--- src/source/portalPkg.sv ---
`default_nettype none

package portalPkg;

  // Bus widths
  localparam int DATA_W = 32;
  localparam int ADDR_W = 13;
  localparam int ID_W = 6;
  localparam int LEN_W = 4;  // Beats = length + 1
  localparam int OFF_W = 5;

  // Address fields
  localparam int PORTAL_SEL_BIT = 12;  // 0 request, 1 indication
  localparam int PAGE_HI = 11;
  localparam int PAGE_LO = 5;

  // Control page map
  typedef enum logic [OFF_W-1:0] {
    INTR_STATUS      = 5'h00,
    INTR_ENABLE      = 5'h04,
    NUM_TILES        = 5'h08,
    IND_QUEUE_STATUS = 5'h0C,
    PORTAL_ID        = 5'h10,
    NUM_PORTALS      = 5'h14
  } ctrlReg_t;

  // Data page offset of the user write-ready bit
  localparam logic [OFF_W-1:0] WRITE_READY_OFF = 5'h04;

  localparam logic [DATA_W-1:0] REQ_PORTAL_ID = 32'd5;
  localparam logic [DATA_W-1:0] IND_PORTAL_ID = 32'd6;
  localparam logic [DATA_W-1:0] TILE_COUNT = 32'd1;
  localparam logic [DATA_W-1:0] PORTAL_COUNT = 32'd2;

  localparam logic [DATA_W-1:0] FILLER_WORD = 32'h005A05A0;  // Unmapped control offset

endpackage

`default_nettype wire

--- src/source/burstSplitter.sv ---
`timescale 1ns/1ns
`default_nettype none

module burstSplitter (
  input  logic                         CLK,
  input  logic                         nRST,
  input  logic                         reqValid,
  output logic                         reqReady,
  input  logic [portalPkg::ADDR_W-1:0] reqAddr,
  input  logic [portalPkg::LEN_W-1:0]  reqLen,
  input  logic [portalPkg::ID_W-1:0]   reqId,
  output logic                         beatValid,
  input  logic                         beatReady,
  output logic [portalPkg::OFF_W-1:0]  beatOffset,
  output logic [portalPkg::ID_W-1:0]   beatId,
  output logic                         beatLast,
  output logic                         beatCtrl,
  output logic                         beatInd
);

  localparam int BEAT_W = portalPkg::OFF_W + portalPkg::ID_W + 3;

  typedef enum logic {IDLE, BUSY} state_t;

  state_t state;
  logic [portalPkg::OFF_W-1:0] offset;
  logic [portalPkg::LEN_W-1:0] remain;  // Beats left after the current one
  logic [portalPkg::ID_W-1:0] id;
  logic ctrl;
  logic ind;
  logic accept;
  logic beatEnq;
  logic beatFull;
  logic beatEmpty;
  logic [BEAT_W-1:0] beatIn;
  logic [BEAT_W-1:0] beatOut;

  assign reqReady = (state == IDLE);
  assign accept = reqValid && reqReady;
  assign beatEnq = (state == BUSY) && !beatFull;
  assign beatIn = {offset, id, remain == '0, ctrl, ind};

  always_ff @(posedge CLK) begin
    if (!nRST) begin
      state <= IDLE;
      remain <= '0;
    end else if (accept) begin
      state <= BUSY;
      remain <= reqLen;
    end else if (beatEnq) begin
      remain <= remain - portalPkg::LEN_W'(1);
      if (remain == '0) state <= IDLE;  // Last beat out
    end
  end

  always_ff @(posedge CLK) begin
    if (accept) begin
      offset <= reqAddr[portalPkg::OFF_W-1:0];
      id <= reqId;
      ctrl <= (reqAddr[portalPkg::PAGE_HI:portalPkg::PAGE_LO] == '0);
      ind <= reqAddr[portalPkg::PORTAL_SEL_BIT];
    end else if (beatEnq) begin
      offset <= offset + portalPkg::OFF_W'(4);  // One word per beat
    end
  end

  fifo1 #(.WIDTH(BEAT_W)) i_beatStage (
    .CLK(CLK), .nRST(nRST),
    .enq(beatEnq), .din(beatIn),
    .deq(beatValid && beatReady), .dout(beatOut),
    .full(beatFull), .empty(beatEmpty)
  );

  assign beatValid = !beatEmpty;
  assign {beatOffset, beatId, beatLast, beatCtrl, beatInd} = beatOut;

  // Count never climbs while busy
  assert property (@(posedge CLK) disable iff (!nRST)
    (state == BUSY) |=> (state == IDLE || remain <= $past(remain)))
    else $error("burstSplitter: beat count wrapped");

endmodule

`default_nettype wire

--- src/source/fifo1.sv ---
`timescale 1ns/1ns
`default_nettype none

module fifo1 #(
  parameter int WIDTH = 8
) (
  input  logic             CLK,
  input  logic             nRST,
  input  logic             enq,
  input  logic [WIDTH-1:0] din,
  input  logic             deq,
  output logic [WIDTH-1:0] dout,
  output logic             full,
  output logic             empty
);

  assign empty = !full;

  always_ff @(posedge CLK) begin
    if (!nRST) begin
      full <= 1'b0;
    end else if (enq) begin
      full <= 1'b1;
    end else if (deq) begin
      full <= 1'b0;
    end
  end

  always_ff @(posedge CLK) begin
    if (enq) begin
      dout <= din;
    end
  end

  // Producer and consumer sit in other modules
  assert property (@(posedge CLK) disable iff (!nRST) enq |-> !full)
    else $error("fifo1: enqueue while full");

  assert property (@(posedge CLK) disable iff (!nRST) deq |-> !empty)
    else $error("fifo1: dequeue while empty");

endmodule

`default_nettype wire

--- src/source/portalReadPath.sv ---
`timescale 1ns/1ns
`default_nettype none

module portalReadPath (
  input  logic                         CLK,
  input  logic                         nRST,
  input  logic                         beatValid,
  output logic                         beatReady,
  input  logic [portalPkg::OFF_W-1:0]  beatOffset,
  input  logic [portalPkg::ID_W-1:0]   beatId,
  input  logic                         beatLast,
  input  logic                         beatCtrl,
  input  logic                         beatInd,
  output logic                         rValid,
  input  logic                         rReady,
  output logic [portalPkg::DATA_W-1:0] rData,
  output logic [portalPkg::ID_W-1:0]   rId,
  output logic                         rLast,
  input  logic                         indValid,
  input  logic [portalPkg::DATA_W-1:0] indData,
  output logic                         indDeq,
  input  logic                         intrEnable,
  input  logic                         reqReady,
  output logic                         interrupt
);

  localparam int R_W = portalPkg::DATA_W + portalPkg::ID_W + 1;

  logic consume;
  logic rFull;
  logic rEmpty;
  logic [portalPkg::DATA_W-1:0] ctrlWord;
  logic [portalPkg::DATA_W-1:0] dataWord;
  logic [portalPkg::DATA_W-1:0] word;

  assign consume = beatValid && !rFull;
  assign beatReady = consume;
  assign indDeq = consume && beatInd && !beatCtrl && indValid;
  assign rValid = !rEmpty;

  always_comb begin
    case (portalPkg::ctrlReg_t'(beatOffset))
      portalPkg::INTR_STATUS: ctrlWord = {{(portalPkg::DATA_W-1){1'b0}}, indValid};
      portalPkg::INTR_ENABLE: ctrlWord = {{(portalPkg::DATA_W-1){1'b0}}, intrEnable};
      portalPkg::NUM_TILES: ctrlWord = portalPkg::TILE_COUNT;
      portalPkg::IND_QUEUE_STATUS: ctrlWord = {{(portalPkg::DATA_W-1){1'b0}}, indValid};
      portalPkg::PORTAL_ID: begin
        ctrlWord = beatInd ? portalPkg::IND_PORTAL_ID : portalPkg::REQ_PORTAL_ID;
      end
      portalPkg::NUM_PORTALS: ctrlWord = portalPkg::PORTAL_COUNT;
      default: ctrlWord = portalPkg::FILLER_WORD;
    endcase
  end

  always_comb begin
    if (beatInd) begin
      dataWord = indValid ? indData : '0;  // Empty queue reads zero
    end else if (beatOffset == portalPkg::WRITE_READY_OFF) begin
      dataWord = {{(portalPkg::DATA_W-1){1'b0}}, reqReady};
    end else begin
      dataWord = '0;
    end
  end

  assign word = beatCtrl ? ctrlWord : dataWord;

  fifo1 #(.WIDTH(R_W)) i_readStage (
    .CLK(CLK), .nRST(nRST),
    .enq(consume), .din({word, beatId, beatLast}),
    .deq(rValid && rReady), .dout({rData, rId, rLast}),
    .full(rFull), .empty(rEmpty)
  );

  always_ff @(posedge CLK) begin
    if (!nRST) begin
      interrupt <= 1'b0;
    end else begin
      interrupt <= indValid && intrEnable;
    end
  end

endmodule

`default_nettype wire

--- src/source/portalTop.sv ---
`timescale 1ns/1ns
`default_nettype none

module portalTop #(
  parameter int ECHO_DEPTH = 4
) (
  input  logic                         CLK,
  input  logic                         nRST,
  input  logic                         awValid,
  output logic                         awReady,
  input  logic [portalPkg::ADDR_W-1:0] awAddr,
  input  logic [portalPkg::ID_W-1:0]   awId,
  input  logic [portalPkg::LEN_W-1:0]  awLen,
  input  logic                         wValid,
  output logic                         wReady,
  input  logic [portalPkg::DATA_W-1:0] wData,
  input  logic                         wLast,
  output logic                         bValid,
  input  logic                         bReady,
  output logic [portalPkg::ID_W-1:0]   bId,
  input  logic                         arValid,
  output logic                         arReady,
  input  logic [portalPkg::ADDR_W-1:0] arAddr,
  input  logic [portalPkg::ID_W-1:0]   arId,
  input  logic [portalPkg::LEN_W-1:0]  arLen,
  output logic                         rValid,
  input  logic                         rReady,
  output logic [portalPkg::DATA_W-1:0] rData,
  output logic [portalPkg::ID_W-1:0]   rId,
  output logic                         rLast,
  output logic                         interrupt
);

  logic wrBeatValid, wrBeatReady, wrBeatLast, wrBeatCtrl, wrBeatInd;
  logic rdBeatValid, rdBeatReady, rdBeatLast, rdBeatCtrl, rdBeatInd;
  logic [portalPkg::OFF_W-1:0] wrBeatOffset, rdBeatOffset;
  logic [portalPkg::ID_W-1:0] wrBeatId, rdBeatId;
  logic reqEnq, reqReady, indDeq, indValid, intrEnable;
  logic [portalPkg::DATA_W-1:0] reqData, indData;

  burstSplitter i_wrSplit (
    .CLK(CLK), .nRST(nRST),
    .reqValid(awValid), .reqReady(awReady), .reqAddr(awAddr), .reqLen(awLen), .reqId(awId),
    .beatValid(wrBeatValid), .beatReady(wrBeatReady), .beatOffset(wrBeatOffset),
    .beatId(wrBeatId), .beatLast(wrBeatLast), .beatCtrl(wrBeatCtrl), .beatInd(wrBeatInd)
  );

  burstSplitter i_rdSplit (
    .CLK(CLK), .nRST(nRST),
    .reqValid(arValid), .reqReady(arReady), .reqAddr(arAddr), .reqLen(arLen), .reqId(arId),
    .beatValid(rdBeatValid), .beatReady(rdBeatReady), .beatOffset(rdBeatOffset),
    .beatId(rdBeatId), .beatLast(rdBeatLast), .beatCtrl(rdBeatCtrl), .beatInd(rdBeatInd)
  );

  portalWritePath i_writePath (
    .CLK(CLK), .nRST(nRST),
    .beatValid(wrBeatValid), .beatReady(wrBeatReady), .beatOffset(wrBeatOffset),
    .beatId(wrBeatId), .beatLast(wrBeatLast), .beatCtrl(wrBeatCtrl), .beatInd(wrBeatInd),
    .awAccept(awValid && awReady),
    .wValid(wValid), .wReady(wReady), .wData(wData), .wLast(wLast),
    .bValid(bValid), .bReady(bReady), .bId(bId),
    .reqEnq(reqEnq), .reqData(reqData), .reqReady(reqReady), .intrEnable(intrEnable)
  );

  portalReadPath i_readPath (
    .CLK(CLK), .nRST(nRST),
    .beatValid(rdBeatValid), .beatReady(rdBeatReady), .beatOffset(rdBeatOffset),
    .beatId(rdBeatId), .beatLast(rdBeatLast), .beatCtrl(rdBeatCtrl), .beatInd(rdBeatInd),
    .rValid(rValid), .rReady(rReady), .rData(rData), .rId(rId), .rLast(rLast),
    .indValid(indValid), .indData(indData), .indDeq(indDeq),
    .intrEnable(intrEnable), .reqReady(reqReady), .interrupt(interrupt)
  );

  userEcho #(.DEPTH(ECHO_DEPTH)) i_userEcho (
    .CLK(CLK), .nRST(nRST),
    .reqEnq(reqEnq), .reqData(reqData), .reqReady(reqReady),
    .indDeq(indDeq), .indValid(indValid), .indData(indData)
  );

endmodule

`default_nettype wire

--- src/source/portalWritePath.sv ---
`timescale 1ns/1ns
`default_nettype none

module portalWritePath (
  input  logic                         CLK,
  input  logic                         nRST,
  input  logic                         beatValid,
  output logic                         beatReady,
  input  logic [portalPkg::OFF_W-1:0]  beatOffset,
  input  logic [portalPkg::ID_W-1:0]   beatId,
  input  logic                         beatLast,
  input  logic                         beatCtrl,
  input  logic                         beatInd,
  input  logic                         awAccept,
  input  logic                         wValid,
  output logic                         wReady,
  input  logic [portalPkg::DATA_W-1:0] wData,
  input  logic                         wLast,
  output logic                         bValid,
  input  logic                         bReady,
  output logic [portalPkg::ID_W-1:0]   bId,
  output logic                         reqEnq,
  output logic [portalPkg::DATA_W-1:0] reqData,
  input  logic                         reqReady,
  output logic                         intrEnable
);

  logic userBeat;
  logic consume;
  logic lastSeen;
  logic dataFull;
  logic dataEmpty;
  logic respFull;
  logic respEmpty;
  logic userFull;
  logic userEmpty;
  logic [portalPkg::DATA_W-1:0] word;

  assign userBeat = !beatCtrl && !beatInd;  // Request portal data page

  // Beat, word, response room on last, user room on request data
  assign consume = beatValid && !dataEmpty && (!beatLast || !respFull)
                   && (!userBeat || (reqReady && !userFull));
  assign beatReady = consume;

  assign wReady = !lastSeen && !dataFull;
  assign bValid = !respEmpty;
  assign reqEnq = !userEmpty;

  always_ff @(posedge CLK) begin
    if (!nRST) begin
      lastSeen <= 1'b0;
    end else if (awAccept) begin
      lastSeen <= 1'b0;
    end else if (wValid && wReady && wLast) begin
      lastSeen <= 1'b1;  // Hold data off until the next address
    end
  end

  always_ff @(posedge CLK) begin
    if (!nRST) begin
      intrEnable <= 1'b0;
    end else if (consume && beatCtrl && beatOffset == portalPkg::INTR_ENABLE) begin
      intrEnable <= word[0];
    end
  end

  fifo1 #(.WIDTH(portalPkg::DATA_W)) i_dataStage (
    .CLK(CLK), .nRST(nRST),
    .enq(wValid && wReady), .din(wData),
    .deq(consume), .dout(word),
    .full(dataFull), .empty(dataEmpty)
  );

  fifo1 #(.WIDTH(portalPkg::ID_W)) i_respStage (
    .CLK(CLK), .nRST(nRST),
    .enq(consume && beatLast), .din(beatId),
    .deq(bValid && bReady), .dout(bId),
    .full(respFull), .empty(respEmpty)
  );

  // Indication portal data writes go nowhere
  fifo1 #(.WIDTH(portalPkg::DATA_W)) i_userStage (
    .CLK(CLK), .nRST(nRST),
    .enq(consume && userBeat), .din(word),
    .deq(reqEnq), .dout(reqData),
    .full(userFull), .empty(userEmpty)
  );

  // User queue room must still be there when the staged word leaves
  assert property (@(posedge CLK) disable iff (!nRST) reqEnq |-> reqReady)
    else $error("portalWritePath: user enqueue while not ready");

endmodule

`default_nettype wire

--- src/source/userEcho.sv ---
`timescale 1ns/1ns
`default_nettype none

module userEcho #(
  parameter int DEPTH = 4  // Power of two
) (
  input  logic                         CLK,
  input  logic                         nRST,
  input  logic                         reqEnq,
  input  logic [portalPkg::DATA_W-1:0] reqData,
  output logic                         reqReady,
  input  logic                         indDeq,
  output logic                         indValid,
  output logic [portalPkg::DATA_W-1:0] indData
);

  localparam int PTR_W = $clog2(DEPTH);

  logic [portalPkg::DATA_W-1:0] mem [DEPTH];
  logic [PTR_W-1:0] wrPtr;
  logic [PTR_W-1:0] rdPtr;
  logic [PTR_W:0] count;

  assign reqReady = (count != (PTR_W+1)'(DEPTH));
  assign indValid = (count != '0);
  assign indData = mem[rdPtr];

  always_ff @(posedge CLK) begin
    if (reqEnq) begin
      mem[wrPtr] <= reqData;
    end
  end

  // Pointers wrap on their own
  always_ff @(posedge CLK) begin
    if (!nRST) begin
      wrPtr <= '0;
      rdPtr <= '0;
      count <= '0;
    end else begin
      if (reqEnq) wrPtr <= wrPtr + 1'b1;
      if (indDeq) rdPtr <= rdPtr + 1'b1;
      case ({reqEnq, indDeq})
        2'b10: count <= count + 1'b1;
        2'b01: count <= count - 1'b1;
        default: count <= count;
      endcase
    end
  end

  assert property (@(posedge CLK) disable iff (!nRST) indDeq |-> indValid)
    else $error("userEcho: dequeue while empty");

endmodule

`default_nettype wire

--- config.mk ---
export PLATFORM = sky130hd
export DESIGN_NAME = portalTop
export DESIGN_NICKNAME = d
export VERILOG_FILES = /design/src/source/portalPkg.sv /design/src/source/burstSplitter.sv /design/src/source/fifo1.sv /design/src/source/portalReadPath.sv /design/src/source/portalTop.sv /design/src/source/portalWritePath.sv /design/src/source/userEcho.sv
export SDC_FILE = /design/constraint.sdc
export NUM_CORES = 1
export LEC_CHECK = 0
export BUFFER_PORTS_ARGS = -buffer_cell sky130_fd_sc_hd__buf_4
export CORE_MARGIN = 4
export CORE_UTILIZATION = 35
export CTS_CLUSTER_SIZE = 20
export DETAILED_ROUTE_END_ITERATION = 10
export SLEW_MARGIN = 0
export SYNTH_ARGS = -nofsm -noshare
export SYNTH_HDL_FRONTEND = slang
export SYNTH_SLANG_ARGS = --single-unit
--- constraint.sdc ---
create_clock -name CLK -period 5.45 [get_ports CLK]
set_clock_uncertainty 0.1 [all_clocks]
set_input_delay 0.2725 -clock CLK [delete_from_list [all_inputs] [get_ports CLK]]
set_output_delay 0.2725 -clock CLK [all_outputs]
set_load 0.02 [all_outputs]
==> flow_summary.ini <==
[critical_path]
startpoint_type = flop
cp_data_arrival_time_ns = 2.81
slowest_delay_ns = 0.46
cpMaxStageDelayCell = edfxtp_1
end_kind = flop
critical_path_class = reg -> reg
r2r_setup_slack_ns = 2.96
cp_max_fo = 6
worstPathRequired_ns = 5.77
worstPathCellList = nand2b_1, nor3_1, ha_1, inv_1, fa_1, xor2_1, or3_1, a21oi_1
worst_r2r_path_depth = 8

[timing]
drv_slew = 0
setup-violations-final = 0
tightest_slew_ns = 1.03
setup_tns_ns = 0
relSlewSlack_pct = 31.6
period_share_pct = 45.7
fmax_mhz = 401
rsz0062_at_grt = no
hold_viol = 0
period_needed_ns = 2.49

[cts]
tritoncts = done
cts_buffers = 36
clock_sinks = 319
root_buffer = clkbuf_16
clkTransAtPathRegs_ns = 0.06
htree_levels = 2
clk_path_buf_depth = 3
cts_setup_buffers = 0
clk_latency_ns = 0.51

[placement]
dpl.hpwl_um = 12300
portBuffers = 136
routabilityCongestion = 0.738

[floorplan]
fp.dieW_um = 188
io-pin-count = 137
rows = 65
die_area_um2 = 35400
core_um2 = 31800
start_util_pct = 35.7
die_h_um = 188

[hold_path]
hold_path.class = in -> reg
min_path_cells = 4

[global_route]
grt_overflow = 0
grt_start_max_net_pins = 40
grt.total_usage_pct = 11.9
grt_pass1_vias = 6037
antenna_found_initial = 1
grt_pass1_wl_um = 33400

[power_and_ir_drop]
power_w = 0.00538
combPwrFrac_pct = 5.0
p_seq_share_pct = 52.3
p_leak_nw = 5.14
vdd_drop_max_v = 0.000202
power.internal_w = 0.00428
p_sw_w = 0.00110
p_clk_share_pct = 42.6
switching_share_pct = 20.5
power_density_nw_per_um2 = 365

[drt]
wirelength_um = 21200
viasPerCell = 4.46
drc = 0
drt_iter0_markers = 245
drtAntennaViolNets = 0
num_vias = 5683
dr.pass1.iters = 4
wl_per_cell_um = 16.7

[synth]
synthArstFlopShare_pct = 0
syn_avg_cell_area_um2 = 19.7
seq_area_frac_synth_pct = 81.9
synth_top_area_share_pct = 77.0
syn_nets = 673
synth_edf_count = 291
yosysWarnings = 0
synthCells = 577
yosysUniqueCellTypes = 44
synth_seq_cells = 319
synth_top_area_cell = edfxtp_1
synth_ff_type = edfxtp_1
synth_area_um2 = 11300
synthTopCellsByArea = edfxtp_1 (77%), mux4_2 (6.3%), dfxtp_1 (4.9%), nor2b_1 (1.3%), ha_1 (0.99%)

[final_layout]
final_common_cell = edfxtp_1
fillCellCount = 2707
fin_nets = 909
final_cell_mix = edfxtp_1 (291), buf_4 (138), dlygate4sd3_1 (75), clkbuf_16 (38), mux4_2 (32)
area_growth_pct = 30.0
drive_gt1_share_pct = 27.9

[flow_run]
drv_cap = 0

[outcome]
status = complete, no violations
[worst max-delay path, delay by kind of cell (launching register included)]
family	cells	cell delay [ns]
AND/OR/NAND/NOR	3	0.82
adder cells (fa/ha/maj)	2	0.65
flip-flops	1	0.46
XOR/XNOR	1	0.16
AO/OA/AOI/OAI	1	0.16
buffers and inverters	1	0.06
[flip-flops by register name, summed over array words and instances, names as in the netlist, 14 cells and up, named ones only]
| register | flops |
|---|---|
| i_writePath.i_userStage.dout | 32 |
| i_userEcho.mem | 128 |
| i_writePath.i_dataStage.dout | 32 |
| i_wrSplit.i_beatStage.dout | 14 |
| i_readPath.i_readStage.dout | 39 |
| i_rdSplit.i_beatStage.dout | 14 |
[metrics by stage]
stage | utilization, % | instance area (um^2) | worst slack [ns] | hold slack, ns | std cells
4_1_cts | 46.4 | 14800 | 2.94 | 0.00453 | 1273
2_1_floorplan | - | 11300 | 1.91 | 0.271 | 577
3_3_place_gp | 40.5 | 12900 | 3.01 | 0.302 | 1135
5_1_grt | 46.4 | 14800 | 2.81 | 0.0297 | 1274
6_report | 46.4 | 14800 | 2.96 | 0.0254 | 1274
3_5_place_dp | 40.5 | 12900 | 2.96 | 0.305 | 1135
[final cells by class]
class                      instances  area (um^2)  area share (%)
timing repair buffer             213         1790            12.1
inverter                          28          105           0.712
sequential                       319         9300            63.0
multi-input combinational        215         1880            12.7
antenna                            1         2.50          0.0170
tap                              435          544            3.69
clock inverter                    19          166            1.13
clock buffer                      44          973            6.60
[path summary, 6_finish.rpt]
kind	startpoint	end
hold reg to reg	i_wrSplit.id[5]	i_wrSplit.i_beatStage.dout[8]
setup reg to reg	i_rdSplit.i_beatStage.dout[1]	i_userEcho.count[2]
hold / removal	arLen[1]	i_rdSplit.remain[1]
setup / recovery	i_rdSplit.i_beatStage.dout[1]	i_userEcho.count[2]
[synthesized netlist by cell type, types with 4 or more instances]
library cell	n
nor4_1	4
and2_1	10
edfxtp_1	291
and3_1	4
xnor2_1	9
nor2b_1	23
buf_2	4
nand2_1	29
nor2_1	19
a211oi_1	5
mux4_2	32
nor3_1	5
a21oi_1	9
nand2b_1	5
clkbuf_1	5
dfxtp_1	28
inv_1	27
o21ai_0	19
ha_1	9
[kinds of logic after synthesis]
kind of cell	synth area share, %
AND/OR/NAND/NOR	5.62
multiplexers	6.61
flip-flops	81.9
buffers and inverters	1.63
adder cells (fa/ha/maj)	1.17
AO/OA/AOI/OAI	2.11
XOR/XNOR	0.926
[metal layers]
| metal | global-route usage (%) | share of wire, % | vias to the layer above |
|---|---|---|---|
| met2 | 20.4 | 50 | 143 |
| met5 | 0 | 0 | - |
| met1 | 15.3 | 43 | 2793 |
| met3 | 2.74 | 5.0 | 40 |
| li1 | - | - | 2707 |
| met4 | 3.44 | 2.3 | 0 |
[power by group through the flow]
| stage | clock, W | sequential [W] | combinational [W] |
|---|---|---|---|
| after floorplan | 0 | 0.00287 | 0.000104 |
| after global placement | 0 | 0.00287 | 0.000228 |
| after detailed placement | 0 | 0.00287 | 0.000231 |
| after CTS | 0.00236 | 0.00282 | 0.000275 |
| after global routing | 0.00247 | 0.00282 | 0.000299 |
| final | 0.00229 | 0.00282 | 0.000271 |
[what timing repair did]
item,in CTS,in global routing
gates resized for setup,0,0
hold buffers,75,0
setup endpoints to repair,0,0
hold endpoints to repair,71,0
(Power assumes the default switching activity.)
